`config.mk`:
```
export PLATFORM = sky130hd
export DESIGN_NAME = csr_file
export DESIGN_NICKNAME = d
export VERILOG_FILES = /design/src/design/csr_pkg.sv /design/src/design/perf_pkg.sv /design/src/design/machine_csrs.sv /design/src/design/perf_counters.sv /design/src/design/csr_file.sv
export SDC_FILE = /design/constraint.sdc
export NUM_CORES = 1
export LEC_CHECK = 0
export BUFFER_PORTS_ARGS = -buffer_cell sky130_fd_sc_hd__buf_4
export CORE_MARGIN = 4
export CORE_UTILIZATION = 40
export DETAILED_ROUTE_END_ITERATION = 8
export GPL_TIMING_DRIVEN = 0
export PLACE_DENSITY = 0.66
export SETUP_SLACK_MARGIN = 0.02
export SLEW_MARGIN = 0
export SYNTH_ARGS = -nofsm -noshare
export SYNTH_HDL_FRONTEND = slang
export SYNTH_HIERARCHICAL = 1
export SYNTH_SLANG_ARGS = --single-unit
export TNS_END_PERCENT = 1
```
`constraint.sdc`:
```
create_clock -name clk -period 6.2 [get_ports clk]
set_input_delay 0.31 -clock clk [delete_from_list [all_inputs] [get_ports clk]]
set_output_delay 0.31 -clock clk [all_outputs]
set_load 0.02 [all_outputs]
```
`src/design/csr_pkg.sv`:
```
package csr_pkg;

  // basic widths
  typedef logic [11:0] csr_addr_t;
  typedef logic [31:0] csr_data_t;
  typedef logic [1:0]  csr_op_t;

  // operation encoding
  localparam csr_op_t CSR_OP_NONE  = 2'b00;
  localparam csr_op_t CSR_OP_WRITE = 2'b01;
  localparam csr_op_t CSR_OP_SET   = 2'b10;
  localparam csr_op_t CSR_OP_CLEAR = 2'b11;

  ////////////////////
  // address map
  ////////////////////
  localparam csr_addr_t CSR_MSTATUS   = 12'h300;
  localparam csr_addr_t CSR_MTVEC     = 12'h305;
  localparam csr_addr_t CSR_MEPC      = 12'h341;
  localparam csr_addr_t CSR_MCAUSE    = 12'h342;
  localparam csr_addr_t CSR_MHARTID   = 12'hF14;
  localparam csr_addr_t CSR_PCCR_BASE = 12'h780;
  localparam csr_addr_t CSR_PCCR_ALL  = 12'h79F;
  localparam csr_addr_t CSR_PCER      = 12'h7A0;
  localparam csr_addr_t CSR_PCMR      = 12'h7A1;

  // mstatus bit positions
  localparam int MSTATUS_MIE_BIT  = 3;
  localparam int MSTATUS_MPIE_BIT = 7;

  // fixed mtvec mode field, reads as vectored
  localparam logic [1:0] MTVEC_MODE = 2'b01;

  typedef struct packed {
    logic       irq;
    logic [4:0] code;
  } mcause_t;

  typedef struct packed {
    logic mie;
    logic mpie;
  } mstatus_t;

  // trap controls from the core, single-cycle pulses
  typedef struct packed {
    logic      save_cause;
    logic      save_if;
    logic      save_id;
    csr_data_t pc_if;
    csr_data_t pc_id;
    mcause_t   cause;
    logic      restore_mret;
  } trap_req_t;

endpackage

```
`src/design/perf_pkg.sv`:
```
package perf_pkg;

  // built-in counters, one per event line
  localparam int N_BASE_EVENTS = 8;

  ////////////////////
  // event indices
  ////////////////////
  localparam int EV_CYCLE     = 0;
  localparam int EV_INSTR     = 1;
  localparam int EV_LD_STALL  = 2;
  localparam int EV_JUMP      = 3;
  localparam int EV_BRANCH    = 4;
  localparam int EV_BRANCH_TK = 5;
  localparam int EV_LOAD      = 6;
  localparam int EV_STORE     = 7;

  // raw event levels from the pipeline
  typedef struct packed {
    logic id_valid;
    logic is_decoding;
    logic ld_stall;
    logic jump;
    logic branch;
    logic branch_taken;
    logic mem_load;
    logic mem_store;
  } perf_events_t;

endpackage

```
`src/design/machine_csrs.sv`:
```
`timescale 1ns/1ps

module machine_csrs import csr_pkg::*; (
  input  logic      clk,
  input  logic      rst_n,

  input  csr_addr_t addr_i,
  input  csr_data_t wdata_i,
  input  logic      we_i,

  input  trap_req_t trap_i,

  output csr_data_t rdata_o,
  output csr_data_t mepc_o,
  output logic      m_irq_enable_o
);

  mstatus_t  mstatus_q, mstatus_d;
  csr_data_t mepc_q, mepc_d;
  mcause_t   mcause_q, mcause_d;
  csr_data_t exception_pc;

  ////////////////////
  // read port
  ////////////////////
  always_comb begin
    rdata_o = '0;
    case (addr_i)
      CSR_MSTATUS: begin
        // MPP is hardwired to machine mode
        rdata_o[12:11]            = 2'b11;
        rdata_o[MSTATUS_MPIE_BIT] = mstatus_q.mpie;
        rdata_o[MSTATUS_MIE_BIT]  = mstatus_q.mie;
      end
      CSR_MEPC: begin
        rdata_o = mepc_q;
      end
      CSR_MCAUSE: begin
        rdata_o = {mcause_q.irq, 26'b0, mcause_q.code};
      end
      default: begin
        rdata_o = '0;
      end
    endcase
  end

  // pc to save on a trap
  always_comb begin
    exception_pc = trap_i.pc_id;
    if (trap_i.save_if) begin
      exception_pc = trap_i.pc_if;
    end
  end

  ////////////////////
  // next state
  ////////////////////
  always_comb begin
    mstatus_d = mstatus_q;
    mepc_d    = mepc_q;
    mcause_d  = mcause_q;

    if (we_i) begin
      case (addr_i)
        CSR_MSTATUS: begin
          mstatus_d.mie  = wdata_i[MSTATUS_MIE_BIT];
          mstatus_d.mpie = wdata_i[MSTATUS_MPIE_BIT];
        end
        CSR_MEPC: begin
          mepc_d = wdata_i;
        end
        CSR_MCAUSE: begin
          mcause_d.irq  = wdata_i[31];
          mcause_d.code = wdata_i[4:0];
        end
        default: begin
        end
      endcase
    end

    // trap controls override any CSR write
    if (trap_i.save_cause) begin
      mepc_d         = exception_pc;
      mcause_d       = trap_i.cause;
      mstatus_d.mpie = mstatus_q.mie;
      mstatus_d.mie  = 1'b0;
    end else if (trap_i.restore_mret) begin
      mstatus_d.mie  = mstatus_q.mpie;
      mstatus_d.mpie = 1'b1;
    end
  end

  always_ff @(posedge clk or negedge rst_n) begin
    if (!rst_n) begin
      mstatus_q <= '0;
      mepc_q    <= '0;
      mcause_q  <= '0;
    end else begin
      mstatus_q <= mstatus_d;
      mepc_q    <= mepc_d;
      mcause_q  <= mcause_d;
    end
  end

  assign mepc_o         = mepc_q;
  assign m_irq_enable_o = mstatus_q.mie;

endmodule

```
`src/design/perf_counters.sv`:
```
`timescale 1ns/1ps

module perf_counters import csr_pkg::*, perf_pkg::*; #(
  parameter int N_EXT_EVENTS = 2
) (
  input  logic                    clk,
  input  logic                    rst_n,

  input  csr_addr_t               addr_i,
  input  csr_data_t               wdata_i,
  input  logic                    we_i,

  input  perf_events_t            events_i,
  input  logic [N_EXT_EVENTS-1:0] ext_events_i,

  output csr_data_t               rdata_o
);

  localparam int N_CNT    = N_BASE_EVENTS + N_EXT_EVENTS;
  localparam int PCMR_EN  = 0;
  localparam int PCMR_SAT = 1;

  logic             id_valid_q;
  logic [N_CNT-1:0] ev_line;
  logic [N_CNT-1:0] inc_d, inc_q;
  logic [N_CNT-1:0] pcer_q, pcer_d;
  logic [1:0]       pcmr_q, pcmr_d;
  csr_data_t        cnt_q [N_CNT];
  csr_data_t        cnt_d [N_CNT];

  logic       is_pccr;
  logic       pccr_all;
  logic [4:0] pccr_idx;

  ////////////////////
  // event lines
  ////////////////////
  assign ev_line[EV_CYCLE]     = 1'b1;
  assign ev_line[EV_INSTR]     = events_i.id_valid & events_i.is_decoding;
  assign ev_line[EV_LD_STALL]  = events_i.ld_stall & id_valid_q;
  assign ev_line[EV_JUMP]      = events_i.jump & id_valid_q;
  assign ev_line[EV_BRANCH]    = events_i.branch & id_valid_q;
  assign ev_line[EV_BRANCH_TK] = events_i.branch & events_i.branch_taken & id_valid_q;
  assign ev_line[EV_LOAD]      = events_i.mem_load;
  assign ev_line[EV_STORE]     = events_i.mem_store;

  // external events sit right after the built-in ones
  for (genvar g = 0; g < N_EXT_EVENTS; g++) begin : g_ext
    assign ev_line[N_BASE_EVENTS+g] = ext_events_i[g];
  end

  // gated by event enable and global enable
  assign inc_d = ev_line & pcer_q & {N_CNT{pcmr_q[PCMR_EN]}};

  ////////////////////
  // address decode
  ////////////////////
  assign is_pccr  = (addr_i[11:5] == CSR_PCCR_BASE[11:5]);
  assign pccr_all = (addr_i == CSR_PCCR_ALL);
  assign pccr_idx = addr_i[4:0];

  always_comb begin
    rdata_o = '0;
    if (addr_i == CSR_PCER) begin
      rdata_o[N_CNT-1:0] = pcer_q;
    end else if (addr_i == CSR_PCMR) begin
      rdata_o[1:0] = pcmr_q;
    end else if (is_pccr && !pccr_all) begin
      // indices past the last counter fall through as zero
      for (int i = 0; i < N_CNT; i++) begin
        if (pccr_idx == 5'(i)) begin
          rdata_o = cnt_q[i];
        end
      end
    end
  end

  ////////////////////
  // counter update
  ////////////////////
  always_comb begin
    for (int i = 0; i < N_CNT; i++) begin
      cnt_d[i] = cnt_q[i];
      if (inc_q[i] && ((cnt_q[i] != '1) || !pcmr_q[PCMR_SAT])) begin
        cnt_d[i] = cnt_q[i] + 32'd1;
      end
      // a CSR write wins over a pending increment
      if (we_i && is_pccr && (pccr_all || pccr_idx == 5'(i))) begin
        cnt_d[i] = wdata_i;
      end
    end
  end

  always_comb begin
    pcer_d = pcer_q;
    pcmr_d = pcmr_q;
    if (we_i && addr_i == CSR_PCER) begin
      pcer_d = wdata_i[N_CNT-1:0];
    end
    if (we_i && addr_i == CSR_PCMR) begin
      pcmr_d = wdata_i[1:0];
    end
  end

  always_ff @(posedge clk or negedge rst_n) begin
    if (!rst_n) begin
      id_valid_q <= 1'b0;
      inc_q      <= '0;
      pcer_q     <= '0;
      // enabled and saturating out of reset
      pcmr_q     <= 2'b11;
      for (int i = 0; i < N_CNT; i++) begin
        cnt_q[i] <= '0;
      end
    end else begin
      id_valid_q <= events_i.id_valid;
      inc_q      <= inc_d;
      pcer_q     <= pcer_d;
      pcmr_q     <= pcmr_d;
      for (int i = 0; i < N_CNT; i++) begin
        cnt_q[i] <= cnt_d[i];
      end
    end
  end

endmodule

```
`src/design/csr_file.sv`:
```
`timescale 1ns/1ps

module csr_file import csr_pkg::*, perf_pkg::*; #(
  parameter int N_EXT_EVENTS = 2
) (
  input  logic                    clk,
  input  logic                    rst_n,

  input  logic [3:0]              core_id_i,
  input  logic [5:0]              cluster_id_i,
  input  logic [30:0]             boot_addr_i,

  // CSR port from the core
  input  logic                    csr_access_i,
  input  csr_addr_t               csr_addr_i,
  input  csr_op_t                 csr_op_i,
  input  csr_data_t               csr_wdata_i,
  output csr_data_t               csr_rdata_o,

  input  trap_req_t               trap_i,

  input  perf_events_t            events_i,
  input  logic [N_EXT_EVENTS-1:0] ext_events_i,

  output csr_data_t               mepc_o,
  output logic                    m_irq_enable_o
);

  csr_data_t wdata_res;
  logic      we;
  csr_data_t top_rdata;
  csr_data_t mcsr_rdata;
  csr_data_t perf_rdata;
  csr_data_t mhartid;
  csr_data_t mtvec;

  ////////////////////
  // operation resolve
  ////////////////////
  assign we = csr_access_i && (csr_op_i != CSR_OP_NONE);

  // set and clear work on the combined read value
  always_comb begin
    case (csr_op_i)
      CSR_OP_SET:   wdata_res = csr_wdata_i | csr_rdata_o;
      CSR_OP_CLEAR: wdata_res = csr_rdata_o & ~csr_wdata_i;
      default:      wdata_res = csr_wdata_i;
    endcase
  end

  ////////////////////
  // read-only ids
  ////////////////////
  assign mhartid = {21'b0, cluster_id_i, 1'b0, core_id_i};
  assign mtvec   = {boot_addr_i[30:7], 6'b0, MTVEC_MODE};

  always_comb begin
    case (csr_addr_i)
      CSR_MHARTID: top_rdata = mhartid;
      CSR_MTVEC:   top_rdata = mtvec;
      default:     top_rdata = '0;
    endcase
  end

  // children return zero outside their own range
  assign csr_rdata_o = top_rdata | mcsr_rdata | perf_rdata;

  machine_csrs u_machine_csrs (
    .clk            (clk),
    .rst_n          (rst_n),
    .addr_i         (csr_addr_i),
    .wdata_i        (wdata_res),
    .we_i           (we),
    .trap_i         (trap_i),
    .rdata_o        (mcsr_rdata),
    .mepc_o         (mepc_o),
    .m_irq_enable_o (m_irq_enable_o)
  );

  perf_counters #(
    .N_EXT_EVENTS (N_EXT_EVENTS)
  ) u_perf_counters (
    .clk          (clk),
    .rst_n        (rst_n),
    .addr_i       (csr_addr_i),
    .wdata_i      (wdata_res),
    .we_i         (we),
    .events_i     (events_i),
    .ext_events_i (ext_events_i),
    .rdata_o      (perf_rdata)
  );

endmodule

```
# Word-level counts from Yosys, hierarchy flattened
# Cells that the tools add are included.
# totals
out_inout_bits,65
wordCells,194
inputBits,174
regBits,383
# op_classes
bitwise,13
n_mux,55
n_reduce_logical,67
add_sub_neg,10
eq_ne,30
# ops
op,n
$mux 32,35
$add 32x1->32 const B,10
$ne 32x32->1 const B,10
$pmux 32 s2,2
$or 32x32->32,3
$eq 12x10->1 const B,4
$pmux 19 s2,1
$eq 12x11->1 const B,3
$and 32x32->32,1
$not 32->32,1
$mux 30,1
$reduce_bool 2->1,14
$logic_and 1x1->1,25
$mux 22,1
$and 10x10->10,2
$eq 5x3->1 const B,4
$logic_or 1x1->1,20
$mux 6,3
$eq 12x12->1 const B,1
$pmux 3 s2,2
$eq 5x2->1 const B,2
$eq 5x4->1 const B,2
$mux 10,1
$mux 2,5
12 further kinds,22

# Longest topological paths before layout
# depth
ltp_word,21
ltp_mapped,15
mapped_depth_nobuf,12

# Cells and area by module
# The synthesis kept the hierarchy.
# modules_own_cells
mod,cells_each,instances,area_per_inst_um2,seq_area_each_um2
perf_counters,2778,1,23402.4,8585.7
machine_csrs,300,1,2590.0,1001.0
csr_file,182,1,1554.0,0.0

# Worst setup path before layout
# No wires, ideal clock.
# synth_timing
path_kind,input port to flip-flop
from,input port csr_addr_i[0]
to,register u_perf_counters/cnt_q[138] in the netlist's numbering
stages,14
path_slack_ps,3018
path_buffers,4
setup_ps,141
arrival_ps,3041
t_required_ps,6059
path_cell_list,buf_2 -> buf_2 -> buf_2 -> mux4_2 -> nand2_1 -> nand2_1 -> a21oi_1 -> nor3_1 -> or2_2 -> a221o_1 -> a22o_1 -> clkbuf_1 -> nor2_1 -> a31oi_1
# synth_between
elab_chain_cells,18
word_cells_on_any_way,42
classes_between,eq/ne (15); mux (17); bitwise (4); reduce/logical (6)
# synth_lines
element,line,text
start: declaration,csr_file.sv:15,"input csr_addr_t csr_addr_i,"
$logic_not 5->1,perf_counters.sv:71,if (pccr_idx == 5'(i)) begin
$mux 32 (10 in series),perf_counters.sv:71,
$mux 32,perf_counters.sv:68,end else if (is_pccr && !pccr_all) begin
$mux 30,perf_counters.sv:66,end else if (addr_i == CSR_PCMR) begin
$mux 22 *,perf_counters.sv:64,if (addr_i == CSR_PCER) begin
named net perf_rdata[10],csr_file.sv:33,csr_data_t perf_rdata;
$or 32x32->32 *,csr_file.sv:66,assign csr_rdata_o = top_rdata | mcsr_rdata | perf_rdata;
named net csr_rdata_o[10],csr_file.sv:18,"output csr_data_t csr_rdata_o,"
$and 32x32->32 or $or 32x32->32 (tied branches),"csr_file.sv:46, csr_file.sv:45",
$pmux 32 s2 *,csr_file.sv:44,case (csr_op_i)
named net wdata_res[10],csr_file.sv:29,csr_data_t wdata_res;
$mux 32 *,perf_counters.sv:88,if (we_i && is_pccr && (pccr_all || pccr_idx == 5'(i))) begin
end signal: indexed assignment,perf_counters.sv:121,cnt_q[i] <= cnt_d[i];
end: declaration,perf_counters.sv:28,csr_data_t cnt_q [N_CNT];
# The timed path passes the listed nets; every way through them passes the cells marked *.
# A chain may end at the register's enable or synchronous reset.

# Worst setup path after layout
# layout_timing
from,input port csr_addr_i[0]
to,register u_perf_counters/cnt_q[205] in the netlist's numbering
# layout_between
elab_chain_cells,18
word_cells_on_any_way,43
classes_between,eq/ne (16); mux (17); bitwise (4); reduce/logical (6)
# layout_lines
element,line
$logic_not 5->1,perf_counters.sv:71
$mux 32 (10 in series),perf_counters.sv:71
$mux 32,perf_counters.sv:68
$mux 30,perf_counters.sv:66
$mux 22 *,perf_counters.sv:64
named net perf_rdata[13],csr_file.sv:33
$or 32x32->32 *,csr_file.sv:66
$and 32x32->32 or $or 32x32->32 (tied branches),"csr_file.sv:46, csr_file.sv:45"
$pmux 32 s2 *,csr_file.sv:44
named net wdata_res[13],csr_file.sv:29
$mux 32 *,perf_counters.sv:88
# Marks and branches as above.

==> impl_summary.log <==
[metrics] most common cell after layout, fill and taps aside: nand2_1
[metrics] IR drop worst, VDD: 0.221 mV
[metrics] outcome: finished, violations left
[metrics] Starting Density: 40.7%
[metrics] terminus of the critical flop-to-flop path: u_perf_counters/cnt_q[36]
[metrics] fraction of registers with async set/reset: 100%
[metrics] die span in x: 270 µm
[metrics] dominant register cell in the synthesized netlist: dfrtp_1
[metrics] most used cells in the layout excluding fill and tap cells: 410 x nand2_1, 381 x dfrtp_1, 304 x o21ai_0, 266 x nor2_1, 231 x buf_4
[metrics] Final min period: 4670 ps
[metrics] portion of synthesized cell area occupied by the leading cell type: 34.6%
[metrics] Lkg Pwr: 13.2 nW
[metrics] Row Count: 95
[metrics] Max clock buf depth: 3
[metrics] total non-filler cell area in the finished layout: 32300 µm²
[metrics] # IOs: 239
[metrics] layout overhead on the synthesized area: 17.1%
[metrics] critical path fanouts, max: 11
[metrics] minimum setup slack in the final design: 1530 ps
[metrics] overall global routing resource usage: 32.0%
[metrics] element type at the critical path end: flip-flop
[metrics] fraction of layout instances using a drive strength above 1: 16.1%
[metrics] pin count of the biggest net entering global routing: 120
[metrics] Area contributors post-synth: dfrtp_1 35%, nand2_1 5.6%, o21ai_0 5.5%
[metrics] WL final: 122000 µm
[metrics] number of nets in the layout: 3736
[metrics] Clock Latency Late Sink: 590 ps
[metrics] Hold Path Origin: ext_events_i[0]
[metrics] ANT nets after route: 0
[metrics] GP Congestion: 1.09
[metrics] cell type with the largest total area after synthesis: dfrtp_1
[metrics] Placed Instance Area: 30500 µm²
[metrics] Finished Core Util: 47.6%
[metrics] first-pass GRT wire length: 177000 µm
[metrics] max-slew headroom at the worst pin: -9.47%
[metrics] Die Y-Extent: 270 µm
[metrics] setup slack on the worst flop-to-flop path: 2030 ps
[metrics] total negative slack: 0 ps
[metrics] Detailed Routing Iterations Pass 1: 7
[metrics] number of max-slew violations in the final report: 33
[metrics] Vias/cell: 6.57
[metrics] Crit Path Category: primary input to flip-flop
[metrics] pwr dens: 198 nW/µm²
[metrics] number of antenna diodes: 0
[metrics] pre-CTS setup slack: 1140 ps
[metrics] violated checks: capacitance limit, slew limit
[metrics] clock tree from TritonCTS: built
[metrics] area enclosed by the die boundary: 73100 µm²
[metrics] Crit Reg-Reg Startpoint: u_perf_counters/cnt_q[260]
[metrics] IO buf count: 228
[metrics] slew at the pin with the worst max-slew slack: 1640 ps
[metrics] post-synthesis register bit count: 383
[metrics] Placeable Area: 67800 µm²
[metrics] Starting DRT DRC Count: 3779
[metrics] number of placed instances with taps included: 4366
[metrics] unique cell type count in the Yosys netlist: 95
[metrics] Sink Count: 383
[metrics] post-synthesis area per instance: 8.45 µm²
[metrics] number of remaining DRC errors: 0
[metrics] Detailed Place HPWL: 91400 µm
[metrics] final worst-path cycle share: 75.3%
[metrics] Clock Skews: 16.1 ps
[metrics] clock buffer count from CTS: 46
[metrics] total power draw: 6.38 mW
[metrics] sequential share of the synthesized area: 34.8%
[metrics] number of cells traversed by the worst register-to-register path: 11
[metrics] cell depth of the worst hold path: 2
[metrics] data arrival time at the worst-slack endpoint: 5180 ps
[metrics] number of global-route vias before repair: 26700
[metrics] overall via count from detail_route: 29300
[metrics] critical path data required time: 6710 ps
[metrics] number of standard cells after synthesis: 3260
[metrics] start point of the critical path: csr_addr_i[0]
[metrics] number of failing setup endpoints in the final timing report: 0
[metrics] Routed wire per std cell: 27.4 µm
[metrics] maximum level of the CTS H-tree: 2
[metrics] total congestion overflow: 0
[metrics] mapped cell area: 27500 µm²
[metrics] Post-Syn Nets: 3444
[metrics] timing-limited maximum frequency: 214 MHz
[metrics] final std cells w/o fill: 4460
[metrics] critical path startpoint category: primary input
[metrics] cell at the root of the clock tree: clkbuf_16
[metrics] max-cap violation count: 4
[metrics] number of antenna violations at the first check in global routing: 4
[metrics] total count of hold-check failures in the final report: 0
[metrics] worst hold path class: primary input to flip-flop
[metrics] Worst Hold Slack: 26.0 ps
[metrics] clock-pin slew reported for the worst setup and hold paths after clock tree synthesis: 60 ps
[metrics] total of warnings raised by yosys: 6
[metrics] unrepaired setup endpoints after global routing: false
[metrics] # resized after CTS: 0
[metrics] hold worst-path end: u_perf_counters/inc_q[8]
[metrics] number of enable flip-flop cells after synthesis: 0
## cell families after synthesis
logic type | share of synthesized area, %
AOI/OAI and AO/OA | 22.2
xor gates and xnor gates | 3.27
adders and majority gates | 0.454
buffers and inverters | 4.87
DFF | 34.8
muxes | 7.53
and+or+nand+nor | 26.9
## power by group
group / switching (mW) / total, mW / internal (mW)
Combinational: 0.533 / 0.784 / 0.251
Sequential: 0.0528 / 2.59 / 2.54
Clock: 1.16 / 3.00 / 1.84
## routing by layer
layer	share of wire (%)	global-route usage (%)	vias to the layer above
met2	42	46.7	1876
met3	12	8.30	361
met4	6.4	16.7	0
met1	39	43.7	14200
li1	-	-	12900
met5	0	0	-
## cell type report
type | count | area (µm²)
Multi-Input combinational cell | 2557 | 16600
Tap cell | 873 | 1090
Clock inverter | 25 | 352
Sequential cell | 383 | 9590
Buffer | 240 | 1050
Fill cell | 6543 | 35500
Clock buffer | 58 | 1320
Inverter | 80 | 300
Timing Repair Buffer | 244 | 1940
## registers in the layout, indices dropped and copies added, names as in the netlist
| register | count |
|---|---|
| u_perf_counters/pcer_q | 10 |
| u_perf_counters/inc_q | 10 |
| u_perf_counters/cnt_q | 320 |
| u_perf_counters/pcmr_q | 2 |
| u_perf_counters/id_valid_q | 1 |
| u_machine_csrs/mstatus_q | 1 |
| u_machine_csrs/mcause_q | 6 |
| u_machine_csrs/mepc_o | 32 |
| u_machine_csrs/m_irq_enable_o | 1 |
## worst max-delay path: stages
cell      delay (ps)
buf_4            140
buf_2            280
buf_2            380
buf_2            380
clkbuf_1         400
o221ai_1         180
a21oi_1          400
a211oi_1         100
nor3_1           490
nor2_1           180
o41ai_4           90
a21oi_1          120
a21oi_2          220
clkbuf_1        1110
nor2_1           170
a31oi_1          200
## how the worst max path moves through the flow
stage	endpoint	slack, ps
floorplan	u_perf_counters/cnt_q[138]	3020
global placement	u_perf_counters/cnt_q[305]	800
detailed placement	u_perf_counters/cnt_q[205]	1140
CTS	u_perf_counters/cnt_q[205]	1750
global route	u_perf_counters/cnt_q[141]	1440
finish	u_perf_counters/cnt_q[205]	1530
## synthesized netlist by cell type (20+ instances only)
cell      number
nand2_1      410
dfrtp_1      381
o21ai_0      304
nor2_1       266
a31oi_1      170
clkbuf_1     164
nand3_1      143
or3_1        127
nand4_1       94
a21oi_1       92
and3_1        79
inv_1         79
xnor2_1       74
or4_1         72
nor3_1        54
mux4_2        51
o31ai_1       50
mux2i_1       47
buf_2         46
and4_1        44
and2_1        43
o211ai_1      39
a211oi_1      36
mux2_2        30
xor2_1        29
o22ai_1       28
nor4_1        21
o41ai_4       21
a21oi_2       20
## timing repair
action	in CTS	in global routing
buffers inserted	0	0
hold buffers	11	0
endpoints found under the setup margin	0	0
endpoints found under the hold margin	88	0
No activity file was read; power rests on OpenSTA's default activity.
